`config.mk`:
```
export PLATFORM = sky130hd
export DESIGN_NAME = cmd_rx_top
export DESIGN_NICKNAME = d
export VERILOG_FILES = /design/src/hdl/cmd_pkg.sv /design/src/hdl/cmd_decode.sv /design/src/hdl/cmd_hold.sv /design/src/hdl/cmd_rx_top.sv /design/src/hdl/field_capture.sv /design/src/hdl/frame_reader.sv /design/src/hdl/rx_frame_ram.sv
export SDC_FILE = /design/constraint.sdc
export NUM_CORES = 1
export LEC_CHECK = 0
export BUFFER_PORTS_ARGS = -buffer_cell sky130_fd_sc_hd__buf_2
export CELL_PAD_IN_SITES_DETAIL_PLACEMENT = 0
export CELL_PAD_IN_SITES_GLOBAL_PLACEMENT = 2
export CORE_MARGIN = 2
export CORE_UTILIZATION = 40
export CTS_CLUSTER_SIZE = 20
export DETAILED_ROUTE_END_ITERATION = 7
export HOLD_SLACK_MARGIN = 0.02
export MAX_ROUTING_LAYER = met4
export PLACE_DENSITY_LB_ADDON = 0.15
export SETUP_SLACK_MARGIN = 0.1
export SYNTH_ARGS = -nofsm -noshare
export SYNTH_HDL_FRONTEND = slang
export SYNTH_SLANG_ARGS = --single-unit
```
`constraint.sdc`:
```
create_clock -name clk -period 18.9 [get_ports clk]
set_input_delay 1.89 -clock clk [delete_from_list [all_inputs] [get_ports clk]]
set_output_delay 1.89 -clock clk [all_outputs]
set_load 0.02 [all_outputs]
```
`src/hdl/cmd_pkg.sv`:
```
package cmd_pkg;

    ////////////////////////////////////////
    // frame layout and timing
    ////////////////////////////////////////

    localparam int frame_len = 18;                  // bytes per command frame.
    localparam int word_cnt = frame_len / 2;        // big-endian 16-bit words.
    localparam int read_latency = 2;                // ram address to data.
    localparam int cap_start = read_latency + 1;    // address register adds one.
    localparam int work_len = frame_len + cap_start;
    localparam int cap_w = 5;

    localparam logic [7:0] ram_base = 8'h0A;        // address of frame byte 0.
    localparam logic [15:0] std_head = 16'h55AA;

    // function codes
    localparam logic [15:0] func_conf = 16'h001E;
    localparam logic [15:0] func_read = 16'h004C;
    localparam logic [15:0] func_stop = 16'h0097;
    localparam logic [15:0] func_rxd0 = 16'h002D;
    localparam logic [15:0] func_rxd1 = 16'h00D2;

    ////////////////////////////////////////
    // types
    ////////////////////////////////////////

    typedef enum logic [3:0] {
        btype_init = 4'd0,
        btype_conf = 4'd1,
        btype_read = 4'd2,
        btype_stop = 4'd3,
        btype_rxd0 = 4'd4,
        btype_rxd1 = 4'd5
    } btype_e;

    typedef struct packed {
        logic [15:0] head;
        logic [15:0] didx;      // device index.
        logic [15:0] func;
        logic [15:0] rate;
        logic [15:0] filt;      // low filter byte on top.
        logic [15:0] trgg;
        logic [15:0] dly0;
        logic [15:0] dly1;
        logic [15:0] part;      // checksum.
    } frame_fields_t;

    typedef struct packed {
        logic [3:0] rate_sel;
        logic [3:0] lfilt_sel;
        logic [3:0] hfilt_sel;
    } com_cfg_t;

    typedef struct packed {
        logic [3:0] trig_src;
        logic [3:0] trig_mode;
        logic [15:0] dly0;
        logic [15:0] dly1;
    } trig_cfg_t;

endpackage

```
`src/hdl/cmd_decode.sv`:
```
`timescale 1ns/1ps

module cmd_decode (
    input  logic                   clk,
    input  logic                   rst,
    input  logic                   take,
    input  cmd_pkg::frame_fields_t fields,
    input  logic                   part_ok,
    input  logic                   pass_ok,
    output cmd_pkg::btype_e        btype,
    output cmd_pkg::com_cfg_t      com_next,
    output cmd_pkg::trig_cfg_t     trig_next,
    output logic                   com_load,
    output logic                   trig_load,
    output logic                   cmd_clear
);

    import cmd_pkg::*;

    logic conf_take;

    ////////////////////////////////////////
    // frame type
    ////////////////////////////////////////

    always_ff @(posedge clk or posedge rst) begin
        if (rst) begin
            btype <= btype_init;
        end else if (take && part_ok && pass_ok) begin
            case (fields.func)
                func_conf: btype <= btype_conf;
                func_read: btype <= btype_read;
                func_stop: btype <= btype_stop;
                func_rxd0: btype <= btype_rxd0;
                func_rxd1: btype <= btype_rxd1;
                default:   btype <= btype;          // unknown code, keep.
            endcase
        end
    end

    ////////////////////////////////////////
    // command payloads
    ////////////////////////////////////////

    // conf payload loads without the password match.
    assign conf_take = take && part_ok && (fields.func == func_conf);
    assign com_load = conf_take;
    assign trig_load = conf_take;
    assign cmd_clear = take && !part_ok;            // bad frame wipes both.

    assign com_next.rate_sel = fields.rate[3:0];
    assign com_next.lfilt_sel = fields.filt[11:8];  // byte 8.
    assign com_next.hfilt_sel = fields.filt[3:0];   // byte 9.

    assign trig_next.trig_src = fields.trgg[11:8];
    assign trig_next.trig_mode = fields.trgg[3:0];
    assign trig_next.dly0 = fields.dly0;
    assign trig_next.dly1 = fields.dly1;

endmodule

```
`src/hdl/cmd_hold.sv`:
```
`timescale 1ns/1ps

module cmd_hold #(
    parameter type payload_t = logic [7:0]
) (
    input  logic     clk,
    input  logic     rst,
    input  logic     load,
    input  logic     clear,
    input  payload_t next,
    output payload_t value
);

    always_ff @(posedge clk or posedge rst) begin
        if (rst) begin
            value <= '0;
        end else if (clear) begin
            value <= '0;                    // clear wins over load.
        end else if (load) begin
            value <= next;
        end
    end

endmodule

```
`src/hdl/cmd_rx_top.sv`:
```
`timescale 1ns/1ps

module cmd_rx_top (
    input  logic               clk,
    input  logic               rst,
    input  logic               wr_en,
    input  logic [7:0]         wr_addr,
    input  logic [7:0]         wr_data,
    input  logic               fs_eth,
    output logic               fd_eth,
    output logic               fs,
    input  logic               fd,
    input  logic [15:0]        password,
    output cmd_pkg::btype_e    btype,
    output cmd_pkg::com_cfg_t  com_cmd,
    output cmd_pkg::trig_cfg_t trgg_cmd
);

    import cmd_pkg::*;

    logic [7:0] rd_addr;
    logic [7:0] rd_data;
    logic cap_en;
    logic [cap_w-1:0] cap_idx;
    logic take;
    frame_fields_t fields;
    logic part_ok;
    logic pass_ok;
    com_cfg_t com_next;
    trig_cfg_t trig_next;
    logic com_load;
    logic trig_load;
    logic cmd_clear;

    rx_frame_ram u_ram (
        .clk(clk), .wr_en(wr_en), .wr_addr(wr_addr), .wr_data(wr_data),
        .rd_addr(rd_addr), .rd_data(rd_data)
    );

    frame_reader u_reader (
        .clk(clk), .rst(rst), .fs_eth(fs_eth), .fd_eth(fd_eth),
        .fs(fs), .fd(fd), .rd_addr(rd_addr), .cap_en(cap_en),
        .cap_idx(cap_idx), .take(take)
    );

    field_capture u_capture (
        .clk(clk), .rst(rst), .cap_en(cap_en), .cap_idx(cap_idx),
        .rd_data(rd_data), .password(password), .fields(fields),
        .part_ok(part_ok), .pass_ok(pass_ok)
    );

    cmd_decode u_decode (
        .clk(clk), .rst(rst), .take(take), .fields(fields),
        .part_ok(part_ok), .pass_ok(pass_ok), .btype(btype),
        .com_next(com_next), .trig_next(trig_next), .com_load(com_load),
        .trig_load(trig_load), .cmd_clear(cmd_clear)
    );

    cmd_hold #(.payload_t(com_cfg_t)) com_hold (
        .clk(clk), .rst(rst), .load(com_load), .clear(cmd_clear),
        .next(com_next), .value(com_cmd)
    );

    cmd_hold #(.payload_t(trig_cfg_t)) trig_hold (
        .clk(clk), .rst(rst), .load(trig_load), .clear(cmd_clear),
        .next(trig_next), .value(trgg_cmd)
    );

endmodule

```
`src/hdl/field_capture.sv`:
```
`timescale 1ns/1ps

module field_capture (
    input  logic                      clk,
    input  logic                      rst,
    input  logic                      cap_en,
    input  logic [cmd_pkg::cap_w-1:0] cap_idx,
    input  logic [7:0]                rd_data,
    input  logic [15:0]               password,
    output cmd_pkg::frame_fields_t    fields,
    output logic                      part_ok,
    output logic                      pass_ok
);

    import cmd_pkg::*;

    logic [0:word_cnt-1][15:0] words;       // word 0 sits in the top bits.
    logic [15:0] sum;

    ////////////////////////////////////////
    // byte assembly
    ////////////////////////////////////////

    always_ff @(posedge clk or posedge rst) begin
        if (rst) begin
            words <= '0;
        end else if (cap_en) begin
            if (cap_idx[0]) begin
                words[cap_idx[cap_w-1:1]][7:0] <= rd_data;      // odd byte, low half.
            end else begin
                words[cap_idx[cap_w-1:1]][15:8] <= rd_data;     // even byte, high half.
            end
        end
    end

    assign fields = frame_fields_t'(words);

    ////////////////////////////////////////
    // frame checks
    ////////////////////////////////////////

    // wraps at 16 bits, like the sender's sum.
    always_comb begin
        sum = fields.didx + fields.func + fields.rate + fields.filt
            + fields.trgg + fields.dly0 + fields.dly1;
    end

    assign part_ok = (sum == fields.part) && (fields.head == std_head);
    assign pass_ok = (fields.didx == password);

endmodule

```
`src/hdl/frame_reader.sv`:
```
`timescale 1ns/1ps

module frame_reader (
    input  logic                    clk,
    input  logic                    rst,
    input  logic                    fs_eth,
    output logic                    fd_eth,
    output logic                    fs,
    input  logic                    fd,
    output logic [7:0]              rd_addr,
    output logic                    cap_en,
    output logic [cmd_pkg::cap_w-1:0] cap_idx,
    output logic                    take
);

    import cmd_pkg::*;

    typedef enum logic [5:0] {
        st_idle = 6'b000001,
        st_wait = 6'b000010,
        st_work = 6'b000100,
        st_take = 6'b001000,
        st_rest = 6'b010000,
        st_done = 6'b100000
    } state_t;

    state_t state;
    state_t state_nxt;
    logic [cap_w-1:0] num;

    ////////////////////////////////////////
    // state machine
    ////////////////////////////////////////

    always_ff @(posedge clk or posedge rst) begin
        if (rst) begin
            state <= st_idle;
        end else begin
            state <= state_nxt;
        end
    end

    always_comb begin
        state_nxt = state;
        case (state)
            st_idle: state_nxt = st_wait;
            st_wait: if (fs_eth) state_nxt = st_work;
            st_work: if (num == cap_w'(work_len - 1)) state_nxt = st_take;
            st_take: state_nxt = st_rest;
            st_rest: if (!fs_eth) state_nxt = st_done;      // ethernet side let go.
            st_done: if (fd) state_nxt = st_idle;
            default: state_nxt = st_idle;
        endcase
    end

    ////////////////////////////////////////
    // byte counter and read address
    ////////////////////////////////////////

    always_ff @(posedge clk or posedge rst) begin
        if (rst) begin
            num <= '0;
            rd_addr <= ram_base;
        end else begin
            num <= (state == st_work) ? num + 1'b1 : '0;
            if (state == st_work && num < frame_len) begin
                rd_addr <= ram_base + 8'(num);
            end else begin
                rd_addr <= ram_base;                        // parked between frames.
            end
        end
    end

    // data for byte k shows up cap_start cycles after num == k.
    assign cap_en = (state == st_work) && (num >= cap_start);
    assign cap_idx = num - cap_w'(cap_start);

    assign take = (state == st_take);
    assign fd_eth = (state == st_rest);
    assign fs = (state == st_done);

endmodule

```
`src/hdl/rx_frame_ram.sv`:
```
`timescale 1ns/1ps

module rx_frame_ram (
    input  logic       clk,
    input  logic       wr_en,
    input  logic [7:0] wr_addr,
    input  logic [7:0] wr_data,
    input  logic [7:0] rd_addr,
    output logic [7:0] rd_data
);

    logic [7:0] mem [0:255];
    logic [7:0] rd_addr_q;

    ////////////////////////////////////////
    // write port, ethernet side
    ////////////////////////////////////////

    always_ff @(posedge clk) begin
        if (wr_en) begin
            mem[wr_addr] <= wr_data;
        end
    end

    ////////////////////////////////////////
    // read port, two registered stages
    ////////////////////////////////////////

    always_ff @(posedge clk) begin
        rd_addr_q <= rd_addr;               // first stage.
        rd_data <= mem[rd_addr_q];          // second stage.
    end

endmodule

```
Yosys cells after proc, flatten, opt, wreduce, memory -nomap -nowiden
Memory sizes are Yosys's and may differ from the RTL's. A register that Yosys moved wholly into a read port is not among the register bits.
Cells that the tools add are included.
- register bits: 227
- bits in latches: 0
- input port bits: 37
- bits in read-only memories: 0
- memories: 1
- memory bits (writable): 2048
- logic and storage cells: 89
- output and inout port bits: 58
- divide/modulo/power cells: 0
- reduce and logical (&&, ||, !) cells: 13
- muxes and demuxes: 21
- bitwise gates (word level): 1
- $lt $le $gt $ge: 4
- shift-type cells: 0
- eq/ne operators: 19
- $mul: 0
- add/subtract/negate cells: 9
- memories (memory ; depth ; bits a word ; rd ports ; clocked after Yosys merged registers in ; write ports ; line ; RTL):
    u_ram.mem ; 256 ; 8 ; 1 ; 1 ; 1 ; rx_frame_ram.sv:12 ; logic [7:0] mem [0:255];
- operators by type and width (cell ; number):
    bitwise mux 144 bit ; 2
    2-to-1 mux 144 bit ; 1
    demux 16 bit (select 4 bit) ; 2
    adder 16 bit ; 6
    2-to-1 mux 40 bit ; 2
    case mux 6 bit (6 select lines) ; 1
    equality test 16 bit ; 2
    equality test 16 x 8 -> 1 bit (second input constant) ; 2
    2-to-1 mux 12 bit ; 2
    2-to-1 mux 6 bit ; 4
    case mux 4 bit (5 select lines) ; 1
    equality test 16 x 15 -> 1 bit (second input constant) ; 1
    equality test 16 x 5 -> 1 bit (second input constant) ; 1
    equality test 16 x 6 -> 1 bit (second input constant) ; 1
    equality test 16 x 7 -> 1 bit (second input constant) ; 1
    2-to-1 mux 16 bit ; 1
    2-to-1 mux 8 bit ; 2
    logical AND 1 bit ; 8
    adder 4 x 5 -> 6 bit (first input constant) ; 1
    equality test 6 x 1 -> 1 bit (second input constant) ; 1
    equality test 6 x 2 -> 1 bit (second input constant) ; 1
    equality test 6 x 3 -> 1 bit (second input constant) ; 1
    equality test 6 x 4 -> 1 bit (second input constant) ; 1
    equality test 6 x 5 -> 1 bit (second input constant) ; 1
    18 further kinds ; 21

Logic depth before layout (Yosys ltp)
Gate-level depths: netlist of the first run.
- depth after elaboration: 12
- gate-level depth with buffers: 19
- mapped depth without buffers: 18

Cells and area by module
From an unflattened synthesis of the first run, not the netlist that was laid out.
- cells, all modules: 4729
- area total of the unflattened synthesis: 91901.9 um2
- modules (own cells, without submodules) (module ; instances ; area each (um2) ; cells each ; seq. area each (um2)):
    rx_frame_ram ; 1 ; 79716.5 ; 3741 ; 61819.3
    field_capture ; 1 ; 8390.5 ; 637 ; 3603.5
    cmd_hold at trig_hold ; 1 ; 1661.6 ; 130 ; 1001.0
    frame_reader ; 1 ; 937.1 ; 91 ; 429.2
    cmd_decode ; 1 ; 711.9 ; 91 ; 75.1
    cmd_hold at com_hold ; 1 ; 484.2 ; 39 ; 300.3

Worst setup path after synthesis of the first run
No wires, ideal clock.
- path kind: register to register
- start: reg u_capture.words (netlist bit u_capture.fields[97])
- end: reg u_decode.btype[0]
- slack: 13.775 ns
- path buffers: 0
- data required time: 18.775 ns
- library setup time: 0.125 ns
- clock period less this slack: 5.125 ns
- stages on the path, launching flop included: 16
- data arrival time: 5.000 ns
- path through: dfrtp_1 -> fa_1 -> inv_1 -> fa_1 -> fa_1 -> inv_1 -> ha_1 -> ha_1 -> fa_1 -> a21o_1 -> a221oi_2 -> mux2i_1 -> mux2i_1 -> or4_4 -> nor4_2 -> mux2_2
- longest elaborated chain between the ends: 11
- elaborated cells between the ends (all ways): 18
- those cells by class: add/sub (6); eq/ne (6); mux (1); reduce/logical (5)
- ends and longest elaborated chain (item ; line ; RTL):
    from (decl) ; field_capture.sv:17 ; logic [0:word_cnt-1][15:0] words;
    from (signal, indexed assignment) ; field_capture.sv:29 ; words[cap_idx[cap_w-1:1]][7:0] <= rd_data;
    from (signal, indexed assignment) ; field_capture.sv:31 ; words[cap_idx[cap_w-1:1]][15:8] <= rd_data;
    adder 16 bit (3 in a row) ; field_capture.sv:44 ; sum = fields.didx + fields.func + fields.rate + fields.filt
    adder 16 bit (3 in a row) ; field_capture.sv:45 ; + fields.trgg + fields.dly0 + fields.dly1;
    equality test 16 bit ; field_capture.sv:48 ; assign part_ok = (sum == fields.part) && (fields.head == std_head);
    logical AND 1 bit ; field_capture.sv:48 ;
    logical AND 1 bit (2 in a row) ; cmd_decode.sv:29 ; end else if (take && part_ok && pass_ok) begin
    AND reduction 2 bit (no source line) ; -- ;
    to (signal assigned) ; cmd_decode.sv:28 ; btype <= btype_init;
    to (signal assigned) ; cmd_decode.sv:31 ; func_conf: btype <= btype_conf;
    to (signal assigned) ; cmd_decode.sv:32 ; func_read: btype <= btype_read;
    to (decl) ; cmd_decode.sv:10 ; output cmd_pkg::btype_e btype,
Parallel ways exist; a longest one is shown, timed or not. The select of a mux whose other input is x is not followed.
A chain may end at the register's enable or synchronous reset.

Worst setup path after layout of the first run
- start: reg u_capture.words (netlist bit u_capture.fields[97])
- end: reg trig_hold.value[0] in the netlist's numbering
- longest elaborated chain between the ends: 11
- elaborated cells between the ends (all ways): 15
- those cells by class: add/sub (6); eq/ne (2); mux (1); reduce/logical (6)
- ends and longest elaborated chain (item ; line ; RTL):
    adder 16 bit (3 in a row) ; field_capture.sv:44 ;
    adder 16 bit (3 in a row) ; field_capture.sv:45 ;
    equality test 16 bit ; field_capture.sv:48 ;
    logical AND 1 bit ; field_capture.sv:48 ;
    logical NOT 1 bit / logical AND 1 bit (equally long branches) ; cmd_decode.sv:49, cmd_decode.sv:46 ;
    logical AND 1 bit, on equally long branches ; cmd_decode.sv:49, cmd_decode.sv:46 ;
    2-to-1 mux 40 bit / nonzero test 2 bit (equally long branches) ; -- ;
    to (signal assigned) ; cmd_hold.sv:20 ; value <= next;
    to (decl) ; cmd_hold.sv:11 ; output payload_t value
Parallel ways exist; a longest one is shown, timed or not.

==> flow_summary.toml, run 1 <==
[critical_path]
cp-start-kind = "register"
crit_type = "reg -> reg"
r2r_slack_ns = 13.14
cp-end-kind = "register"
critical_path_required_ns = 19.47
worstPathMaxFanout = 52
critPathArrivalTime_ns = 6.33

[cts]
cts_buffer_depth = 3
htreeDepth = 3
cts_tree = "done"
cts_setup_buffers = 0
cts-resized-gates = 0
clkSlewWorstSetupHoldPaths_ns = 0.06
cts_hold_buf = 0
clock_sinks = 742
clock-root-buffer = "clkbuf_16"
clock_latency_ns = 0.65
cts_buffers = 81

[global_routing]
grt_overflow = 0
grt_pass1_vias = 16800
grt_pass1_wl_mm = 111
grt_max_degree = 78
grt_usage = 0.191
antenna_found_initial = 1

[die]
start_util = 0.405
core_area_um2 = 77700
io_pins = 95
die_area_um2 = 80900
die_x_um = 285
fp.dieH_um = 285
num_rows = 102

[drt]
vias = 15800
drc = 0
drtAntennaViolNets = 0
wl_per_cell_um = 25.0
drt_pre_antenna_iters = 5
vias_per_cell = 5.35
drtIter0Drc = 1270
wirelength_mm = 73.8

[pwr]
p_clk_frac = 0.473
switching_power_w = 0.000745
vdd_drop_max_uv = 73.1
p_int_w = 0.00274
share_comb_of_total_power = 0.024
power.leakage_nw = 13.5
p_sw_frac = 0.214
p_per_area_nw_per_um2 = 97.2
seqPwrFrac = 0.504

[outcome]
status = "completed"

[placed_design]
dp_cells = 2804
gp_congestion = 0.781
port_buffers = 93
post-dp-hpwl_mm = 47.6
dp_slack_ns = 13.14

[logic_synthesis]
ys_async_sr_fraction = 0.291
synth.largest_area_cell = "edfxtp_1"
syn-mean-instance-area_um2 = 18.2
synthCells = 1730
netlist_top_cells_count = "edfxtp_1, dfrtp_1, mux4_2, mux2_2, inv_1"
ys.flop_type = "edfxtp_1"
ys_types = 67
ys_seq_area_frac = 0.669
synth.most_common_cell = "edfxtp_1"
syn_nets = 1861
synth_edf_count = 512
yosys_warnings = 0
synth_area_leaders = "edfxtp_1, dfrtp_1, mux4_2, mux2_2, fa_1"
yosysTopAreaCellShare = 0.488
netlist_area_um2 = 31500
synth_seq_cells = 742

[finish]
area_growth_pct = 14.1
final_nets = 1978
drive_above_1_share = 0.298
antenna_cells = 0
stdcell_count = 2953

[sta]
setup_viol = 0
clock.fmax_mhz = 174
finalCritPeriodShare = 0.305
rsz0062_at_grt = "no"
tns_ns = 0
finalHoldViolCount = 0
skew_ns = 0.0250
setup_ws_ns = 13.14
slew_violations = 0
tightest_slew_ns = 1.21
relSlewSlack = 0.191
period_needed_ns = 5.76

[run]
drv_cap = 0

[worst_hold_path]
hold_path.class = "reg -> reg"
-- registers in the layout, indices dropped and copies added, names as in the netlist --
signal / count
u_ram.rd_data: 8
u_reader.state: 6
u_reader.num: 5
u_capture.fields: 144
u_reader.rd_addr: 6
trig_hold.value: 40
u_ram.mem: 512
u_ram.rd_addr_q: 6
com_hold.value: 12
u_decode.btype: 3
-- layout make-up --
| type | count | area [um2] |
|---|---|---|
| Inverter | 101 | 387 |
| Clock buffer | 91 | 2130 |
| Clock inverter | 58 | 713 |
| Timing Repair Buffer | 110 | 593 |
| Multi-Input combinational cell | 811 | 9710 |
| Tap cell | 1040 | 1300 |
| Fill cell | 6613 | 41800 |
| Sequential cell | 742 | 21100 |
-- per-stage QoR --
stage          utilization  hold WS [ns]  area, um2  total power (W)
2_1_floorplan            -         0.324      31500          0.00183
3_3_place_gp         0.425         0.333      33100          0.00187
3_5_place_dp         0.425         0.327      33100          0.00188
4_1_cts              0.462         0.340      35900          0.00353
5_1_grt              0.462         0.345      35900          0.00360
6_report             0.462         0.340      35900          0.00349
-- power by group through the flow --
stage          Clock, W  Combinational [W]  Sequential (W)
2_1_floorplan         0          0.0000437         0.00179
3_3_place_gp          0          0.0000826         0.00179
3_5_place_dp          0          0.0000846         0.00179
4_1_cts         0.00169          0.0000848         0.00176
5_1_grt         0.00175          0.0000931         0.00176
6_report        0.00165          0.0000822         0.00176
-- logic make-up (layout without fill, tap and decap cells) --
kind of cell | Yosys count | in the layout | synth area share
XOR/XNOR | 58 | 58 | 0.0161
flip-flops | 742 | 742 | 0.669
other | 1 | 1 | 0.000119
adder cells (fa/ha/maj) | 94 | 94 | 0.0545
AO/OA/AOI/OAI | 109 | 109 | 0.0276
buffers and inverters | 177 | 360 | 0.0228
AND/OR/NAND/NOR | 231 | 231 | 0.0358
multiplexers | 318 | 318 | 0.174
-- worst max-delay path, stage by stage, from the launching register on --
cell,delay (ns)
dfrtp_1,0.44
fa_1,0.55
inv_1,0.05
fa_1,0.49
fa_1,0.50
inv_1,0.04
ha_1,0.27
ha_1,0.22
fa_1,0.46
a21o_1,0.21
a221oi_2,0.46
o21a_1,0.27
o21ai_1,0.11
xnor2_1,0.23
nand3b_1,0.29
nor4_4,0.28
buf_4,0.53
a22o_1,0.22
-- final timing paths --
path                                               to                  from  depth (start not counted)
worst min register to register     u_ram.rd_addr_q[0]   u_reader.rd_addr[0]                          0
max in group asynchronous       u_capture.fields[135]                   rst                          3
worst max register to register     trig_hold.value[0]  u_capture.fields[97]                         17
min in group asynchronous         u_capture.fields[1]                   rst                          2
worst min-delay path               u_ram.rd_addr_q[0]   u_reader.rd_addr[0]                          0
worst max-delay path               trig_hold.value[0]  u_capture.fields[97]                         17
-- layout by cell type, fill, tap and decap left out, drive strengths merged, types with 4 or more instances in the layout --
cell type / synthesis / routed
edfxtp: 512 / 512
xor2: 11 / 11
a211oi: 4 / 4
o21ai: 8 / 8
clkinvlp: 0 / 4
nor4: 6 / 6
buf: 32 / 110
inv: 101 / 103
mux2: 147 / 147
ha: 22 / 22
a21o: 4 / 4
dfxtp: 14 / 14
mux4: 168 / 168
or4: 4 / 4
nor2: 88 / 88
nor3: 17 / 17
fa: 72 / 72
nand2: 52 / 52
nand2b: 4 / 4
nor2b: 8 / 8
a21oi: 13 / 13
xnor2: 47 / 47
nand4: 10 / 10
o21a: 4 / 4
dfrtp: 213 / 213
clkbuf: 44 / 91
a31oi: 4 / 4
bufinv: 0 / 11
and2: 7 / 7
clkinv: 0 / 41
a22o: 52 / 52
nand3: 15 / 15
-- metal layers --
layer,up-vias,track usage,share of wire
li1,6883,-,-
met1,8452,0.280,0.47
met2,355,0.277,0.46
met3,112,0.0366,0.051
met4,0,0.0480,0.022
met5,-,-,0
No activity file was read; power rests on OpenSTA's default activity.
==> run 2, diff against run 1 <==
--- a/config.mk
+++ b/config.mk
@@ -5,6 +5,7 @@
 export SDC_FILE = /design/constraint.sdc
 export NUM_CORES = 1
 export LEC_CHECK = 0
+export ABC_AREA = 1
 export BUFFER_PORTS_ARGS = -buffer_cell sky130_fd_sc_hd__buf_2
 export CELL_PAD_IN_SITES_DETAIL_PLACEMENT = 0
 export CELL_PAD_IN_SITES_GLOBAL_PLACEMENT = 2
==> constraint.sdc (replaced) <==
create_clock -name clk -period 5.8 [get_ports clk]
set_input_delay 0.58 -clock clk [delete_from_list [all_inputs] [get_ports clk]]
set_output_delay 0.58 -clock clk [all_outputs]
set_load 0.02 [all_outputs]
==> run 2 against run 1 <==
Effect of this change: via count rose by 42%; non-clock buffer count up 18; global-route usage rose by 3.8 points; wire length grew 26%; core utilization shrank 0.68 points; count of clock-buffer cells in the layout up 21; worst hold slack worse by 0.12 ns; total power rose to 3.2 times the previous value; flip-flop and latch count unchanged; clock skew increased by 0.013 ns; sequential share of layout area fell by 1.2 points; critical endpoint is now trig_hold.value[23]; largest power group unchanged; fmax is 9.6% higher.
==> flow_summary.toml, run 2 <==
[critical_path]
cp_cell_sequence = "fa_1 -> inv_1 -> fa_1 -> fa_1 -> inv_1 -> ha_1 -> ha_1 -> fa_1 -> nand3_1 -> nand2_2 -> nand3_1 -> nand3_1 -> nand2_1 -> nand2_1 -> nand2_1 -> nand2_1 -> nor2_1 -> nand3_1 -> nor2_2 -> nand3_2 -> inv_4 -> buf_6 -> nand4_1 -> nand2_1"
cpPeakStageDelay_ns = 0.56
critPathArrivalTime_ns = 5.82
worstPathMaxFanout = 26
critical_path_required_ns = 6.37
cp_slowest_cell = "fa_1"
crit_path_start = "u_capture.fields[97]"
r2r_start = "u_capture.fields[97]"
path_common_cell = "nand2_1"
cp-start-kind = "register"
crit_type = "reg -> reg"
r2r_slack_ns = 0.54
cp-end-kind = "register"

[pwr]
vdd_drop_max_uv = 232
total_power_w = 0.0111
p_per_area_nw_per_um2 = 302
power.leakage_nw = 14.2

[finish]
stdcell_count = 4144
mostFrequentLayoutCells = "edfxtp_1, o21ai_0, nor2_1"
final_nets = 3150
area_growth_pct = 12.6
mostFrequentLayoutCell = "edfxtp_1"
nFillCells = 7526
largest_reg_flops = 512
drive_above_1_share = 0.0892
regArea_um2 = 21100
top_register = "u_ram.mem"
antenna_cells = 0
multi_input_area_um2 = 10000

[logic_synthesis]
syn_nets = 3100
synth-simple-area-share = 0.136
synth_area_leaders = "edfxtp_1, dfrtp_1, o21ai_0, nor2_1, fa_1"
synthMuxAreaShare = 0
ys_async_sr_fraction = 0.291
post_synth_xor_area_fraction = 0.00753
ys_seq_area_frac = 0.647
syn-mean-instance-area_um2 = 11.0
synth_edf_count = 512
synth.most_common_cell = "edfxtp_1"
synth_seq_cells = 742
synthAdderAreaFrac = 0.0527
ys_types = 47
netlist_area_um2 = 32600
synthCells = 2969
synth-compound-area-share = 0.112
synth_top_family_by_area = "simple AND/OR/NAND/NOR gates"
yosysTopAreaCellShare = 0.472
ys.flop_type = "edfxtp_1"
synth.largest_area_cell = "edfxtp_1"
yosys_warnings = 0
netlist_top_cells_count = "edfxtp_1, o21ai_0, nor2_1, nand2_1, dfrtp_1"

[sta]
finalHoldViolCount = 0
tightest_slew_ns = 1.11
clock.fmax_mhz = 190
tns_ns = 0
relSlewSlack = 0.262
hold_ws_ns = 0.223
period_needed_ns = 5.26
rsz0062_at_grt = "no"
setup_viol = 0
finalCritPeriodShare = 0.906
slew_violations = 0
skew_ns = 0.0382

[drt]
drtAntennaViolNets = 0
vias_per_cell = 5.41
drt_pre_antenna_iters = 7
vias = 22400
wl_per_cell_um = 22.5
wirelength_mm = 93.2
drtIter0Drc = 1726
drc = 0

[die]
fp.dieH_um = 289
core_area_um2 = 80500
io_pins = 95
start_util = 0.404
die_area_um2 = 83700
num_rows = 104
die_x_um = 289

[global_routing]
grt_busiest_layer = "met2"
grt_pass1_vias = 22000
use_met3 = 0.0255
grt_overflow = 0
grt_pass1_wl_mm = 140
antenna_found_initial = 0
use_met2 = 0.392
grt_usage = 0.230
grt_use_met1 = 0.287
grt_max_degree = 166

[cts]
clock_latency_ns = 0.63
clock-root-buffer = "clkbuf_16"
cts_buffers = 84
cts_buffer_depth = 3
clock_sinks = 742
htreeDepth = 3
cts_tree = "done"
clkSlewWorstSetupHoldPaths_ns = 0.06

[placed_design]
post-dp-hpwl_mm = 58.8
port_buffers = 93
dp_cells = 3992
gp_congestion = 0.850

[outcome]
status = "completed"

[worst_hold_path]
hold_path.class = "in -> reg"
min_from = "fs_eth"

[run]
drv_cap = 0
[run 2: cell types whose count changed in the layout (fill, tap and decap cells not counted), moves of 62 or more]
cell / before / now
nor2_1: 88 / 467
nand3_1: 15 / 96
mux4_2: 168 / 0
o22ai_1: 2 / 138
o21ai_0: 6 / 475
nand4_1: 10 / 72
nand2_1: 52 / 377
mux2_2: 147 / 0
inv_1: 100 / 206
[run 2: worst paths after layout]
| check | to | cells past startpoint |
|---|---|---|
| setup / recovery | trig_hold.value[23] | 24 |
| hold / removal | u_reader.state[1] | 4 |
| setup reg to reg | trig_hold.value[23] | 24 |
| hold reg to reg | u_ram.rd_addr_q[4] | 0 |
| max in group asynchronous | u_capture.fields[4] | 4 |
| min in group asynchronous | u_reader.num[0] | 3 |
[run 2: final cells by class]
| class | count | area share |
|---|---|---|
| clock buffer | 112 | 0.0636 |
| timing repair buffer | 128 | 0.0217 |
| sequential | 742 | 0.575 |
| tap | 1060 | 0.0362 |
| multi-input combinational | 1847 | 0.274 |
| inverter | 216 | 0.0224 |
| clock inverter | 39 | 0.00748 |
[run 2: stage by stage]
stage	utilization	cell area (um2)	setup slack, ns
final	0.455	36700	0.545
after global routing	0.455	36700	0.133
after CTS	0.455	36600	0.296
after detailed placement	0.423	34000	0.302
after global placement	0.423	34000	0.321
after floorplan	-	32600	1.39
[run 2: worst max-delay path: cells and delay by family, from the launching register on]
family	cells	cell delay (ns)
buf+inv	4	0.69
fa+ha+maj	6	2.62
flops	1	0.45
simple gates	14	1.41
[run 2: metal layers]
| metal | part of all wire | up-vias |
|---|---|---|
| met2 | 0.51 | 597 |
| met3 | 0.045 | 163 |
| met1 | 0.42 | 11200 |
| met4 | 0.031 | 0 |
| li1 | - | 10400 |
| met5 | 0 | - |
[run 2: timing repair]
item                                   4_1_cts  5_1_grt
resized for setup                            0        3
setup endpoints to repair                    0       26
setup buffers                                0        0
endpoints found under the hold margin       12        0
hold buffers                                 1        0
[run 2: report_power, final]
group          internal [W]  switching [W]  total [W]
logic             0.0000628       0.000232   0.000294
clock network       0.00287        0.00217    0.00504
registers           0.00570      0.0000145    0.00571
[run 2: kinds of logic (layout without fill, tap and decap cells)]
group	after synthesis	after routing
AND/OR/NAND/NOR	1058	1058
other	1	1
XOR/XNOR	28	28
adder cells (fa/ha/maj)	94	94
buffers and inverters	380	495
AO/OA/AOI/OAI	666	666
flip-flops	742	742
==> run 3, diff against run 2 <==
--- a/config.mk
+++ b/config.mk
@@ -17,6 +17,7 @@
 export MAX_ROUTING_LAYER = met4
 export PLACE_DENSITY_LB_ADDON = 0.15
 export SETUP_SLACK_MARGIN = 0.1
+export SKIP_CTS_REPAIR_TIMING = 1
 export SYNTH_ARGS = -nofsm -noshare
 export SYNTH_HDL_FRONTEND = slang
 export SYNTH_SLANG_ARGS = --single-unit
==> constraint.sdc (replaced) <==
create_clock -name clk -period 5.8 [get_ports clk]
set_input_delay 0.29 -clock clk [delete_from_list [all_inputs] [get_ports clk]]
set_output_delay 0.29 -clock clk [all_outputs]
set_load 0.02 [all_outputs]
==> run 3 against run 2 <==
Effect of this change: global-route usage is 0.24 points higher; first-iteration DRC count is 2.0% higher; via count is 0.31% lower; flip-flop and latch count stayed put; setup slack worse by 0.0079 ns; critical path depth is 1 lower; count of clock-buffer cells in the layout is 4 higher; clock power is 2% higher; non-clock buffer count is 1 higher; sequential power hardly changed.
==> flow_summary.toml, run 3 (synthesis gave the netlist of run 2 again) <==
[global_routing]
use_met3 = 0.0238
grt_use_met1 = 0.297
grt_pass1_wl_mm = 141
use_met2 = 0.391
grt_max_degree = 166
grt_usage = 0.232
antenna_found_initial = 0
grt_busiest_layer = "met2"
grt_overflow = 0
grt_pass1_vias = 22300

[sta]
hold_ws_ns = 0.160
relSlewSlack = 0.258
tns_ns = 0
skew_ns = 0.0348
slew_violations = 0
finalHoldViolCount = 0
clock.fmax_mhz = 190
rsz0062_at_grt = "no"
finalCritPeriodShare = 0.907
setup_viol = 0
tightest_slew_ns = 1.11
setup_ws_ns = 0.537
period_needed_ns = 5.26

[drt]
vias_per_cell = 5.39
drtIter0Drc = 1760
wl_per_cell_um = 22.5
wirelength_mm = 93.4
vias = 22300
drtAntennaViolNets = 0
drt_pre_antenna_iters = 7
drc = 0

[finish]
final_nets = 3151
mostFrequentLayoutCell = "edfxtp_1"
stdcell_count = 4141
mostFrequentLayoutCells = "edfxtp_1, o21ai_0, nor2_1"
top_register = "u_ram.mem"
nFillCells = 7483
stdcell_area_um2 = 36700
area_growth_pct = 12.8
regArea_um2 = 21100
drive_above_1_share = 0.0886
largest_reg_flops = 512
multi_input_area_um2 = 10000

[critical_path]
critical_path_required_ns = 6.37
cp_slowest_cell = "fa_1"
crit_type = "reg -> reg"
cp_cell_sequence = "fa_1 -> inv_1 -> fa_1 -> fa_1 -> inv_1 -> fa_1 -> fa_1 -> nand3_1 -> nand2_2 -> nand3_1 -> nand3_1 -> nand2_1 -> nand2_1 -> nand2_1 -> nand2_1 -> nor2_1 -> nand3_1 -> nor2_2 -> nand3_2 -> inv_4 -> buf_6 -> nand4_1 -> nand2_1"
cp-end-kind = "register"
worstPathMaxFanout = 26
critPathArrivalTime_ns = 5.83
critPathBufInv = 4
critPathTopFamily = "adder cells"
cp-start-kind = "register"
cpPeakStageDelay_ns = 0.58

[placed_design]
post-dp-hpwl_mm = 58.8
port_buffers = 93
dp_slack_ns = 0.304
dpl_cell_area_um2 = 34000
gp_congestion = 0.852
dp_cells = 3991

[die]
start_util = 0.404
io_pins = 95
num_rows = 104
fp.dieH_um = 289
die_area_um2 = 83700
die_x_um = 289
core_area_um2 = 80500

[pwr]
power.leakage_nw = 14.2
vdd_drop_max_uv = 254
p_per_area_nw_per_um2 = 303

[cts]
clock_sinks = 742
clock-root-buffer = "clkbuf_16"
htreeDepth = 3
cts_buffer_depth = 3
clkSlewWorstSetupHoldPaths_ns = 0.05
cts_tree = "done"
clock_latency_ns = 0.65
cts_buffers = 84

[worst_hold_path]
hold_path.class = "in -> reg"

[outcome]
status = "completed"

[run]
drv_cap = 0
## run 3: worst reg2reg max path: cells and delay by family (launching register included)
family / cells / cell delay, ns
adders and majority gates: 5 / 2.60
and+or+nand+nor: 14 / 1.42
buffers and inverters: 4 / 0.68
DFF: 1 / 0.49
## run 3: report_power, final
group | leakage, nW | switching [W] | internal [W]
clock | 1.29 | 0.00217 | 0.00294
combinational | 5.18 | 0.000233 | 0.0000642
sequential | 7.72 | 0.0000147 | 0.00570
total | 14.2 | 0.00242 | 0.00871
## run 3: metal layers
layer / part of all wire / wire length (um) / vias up
li1: - / - / 10500
met4: 0.029 / 2680 / 0
met2: 0.50 / 47100 / 575
met3: 0.043 / 3990 / 147
met5: 0 / 0 / -
met1: 0.42 / 39600 / 11200
## run 3: stage by stage
stage / total power (W) / utilization
3_5_place_dp: 0.00612 / 0.423
2_1_floorplan: 0.00597 / -
6_report: 0.0111 / 0.456
5_1_grt: 0.0115 / 0.456
3_3_place_gp: 0.00611 / 0.423
4_1_cts: 0.0112 / 0.455
## run 3: worst paths after layout
kind | endpoint | cells after the start | slack [ns] | from
worst max-delay path | trig_hold.value[34] | 23 | 0.54 | u_capture.fields[98]
worst min-delay path | u_decode.btype[2] | 6 | 0.16 | password[6]
worst max register to register | trig_hold.value[34] | 23 | 0.54 | u_capture.fields[98]
worst min register to register | u_ram.rd_addr_q[4] | 0 | 0.35 | u_reader.rd_addr[4]
max in group asynchronous | u_capture.fields[0] | 4 | 4.27 | rst
min in group asynchronous | u_reader.state[5] | 3 | 0.43 | rst
## run 3: final cells by class
cell class                 count  area share
sequential                   742       0.574
tap                         1060      0.0361
antenna                        1   0.0000681
multi-input combinational   1847       0.273
timing repair buffer         129      0.0224
clock inverter                30     0.00913
inverter                     216      0.0224
clock buffer                 116      0.0631
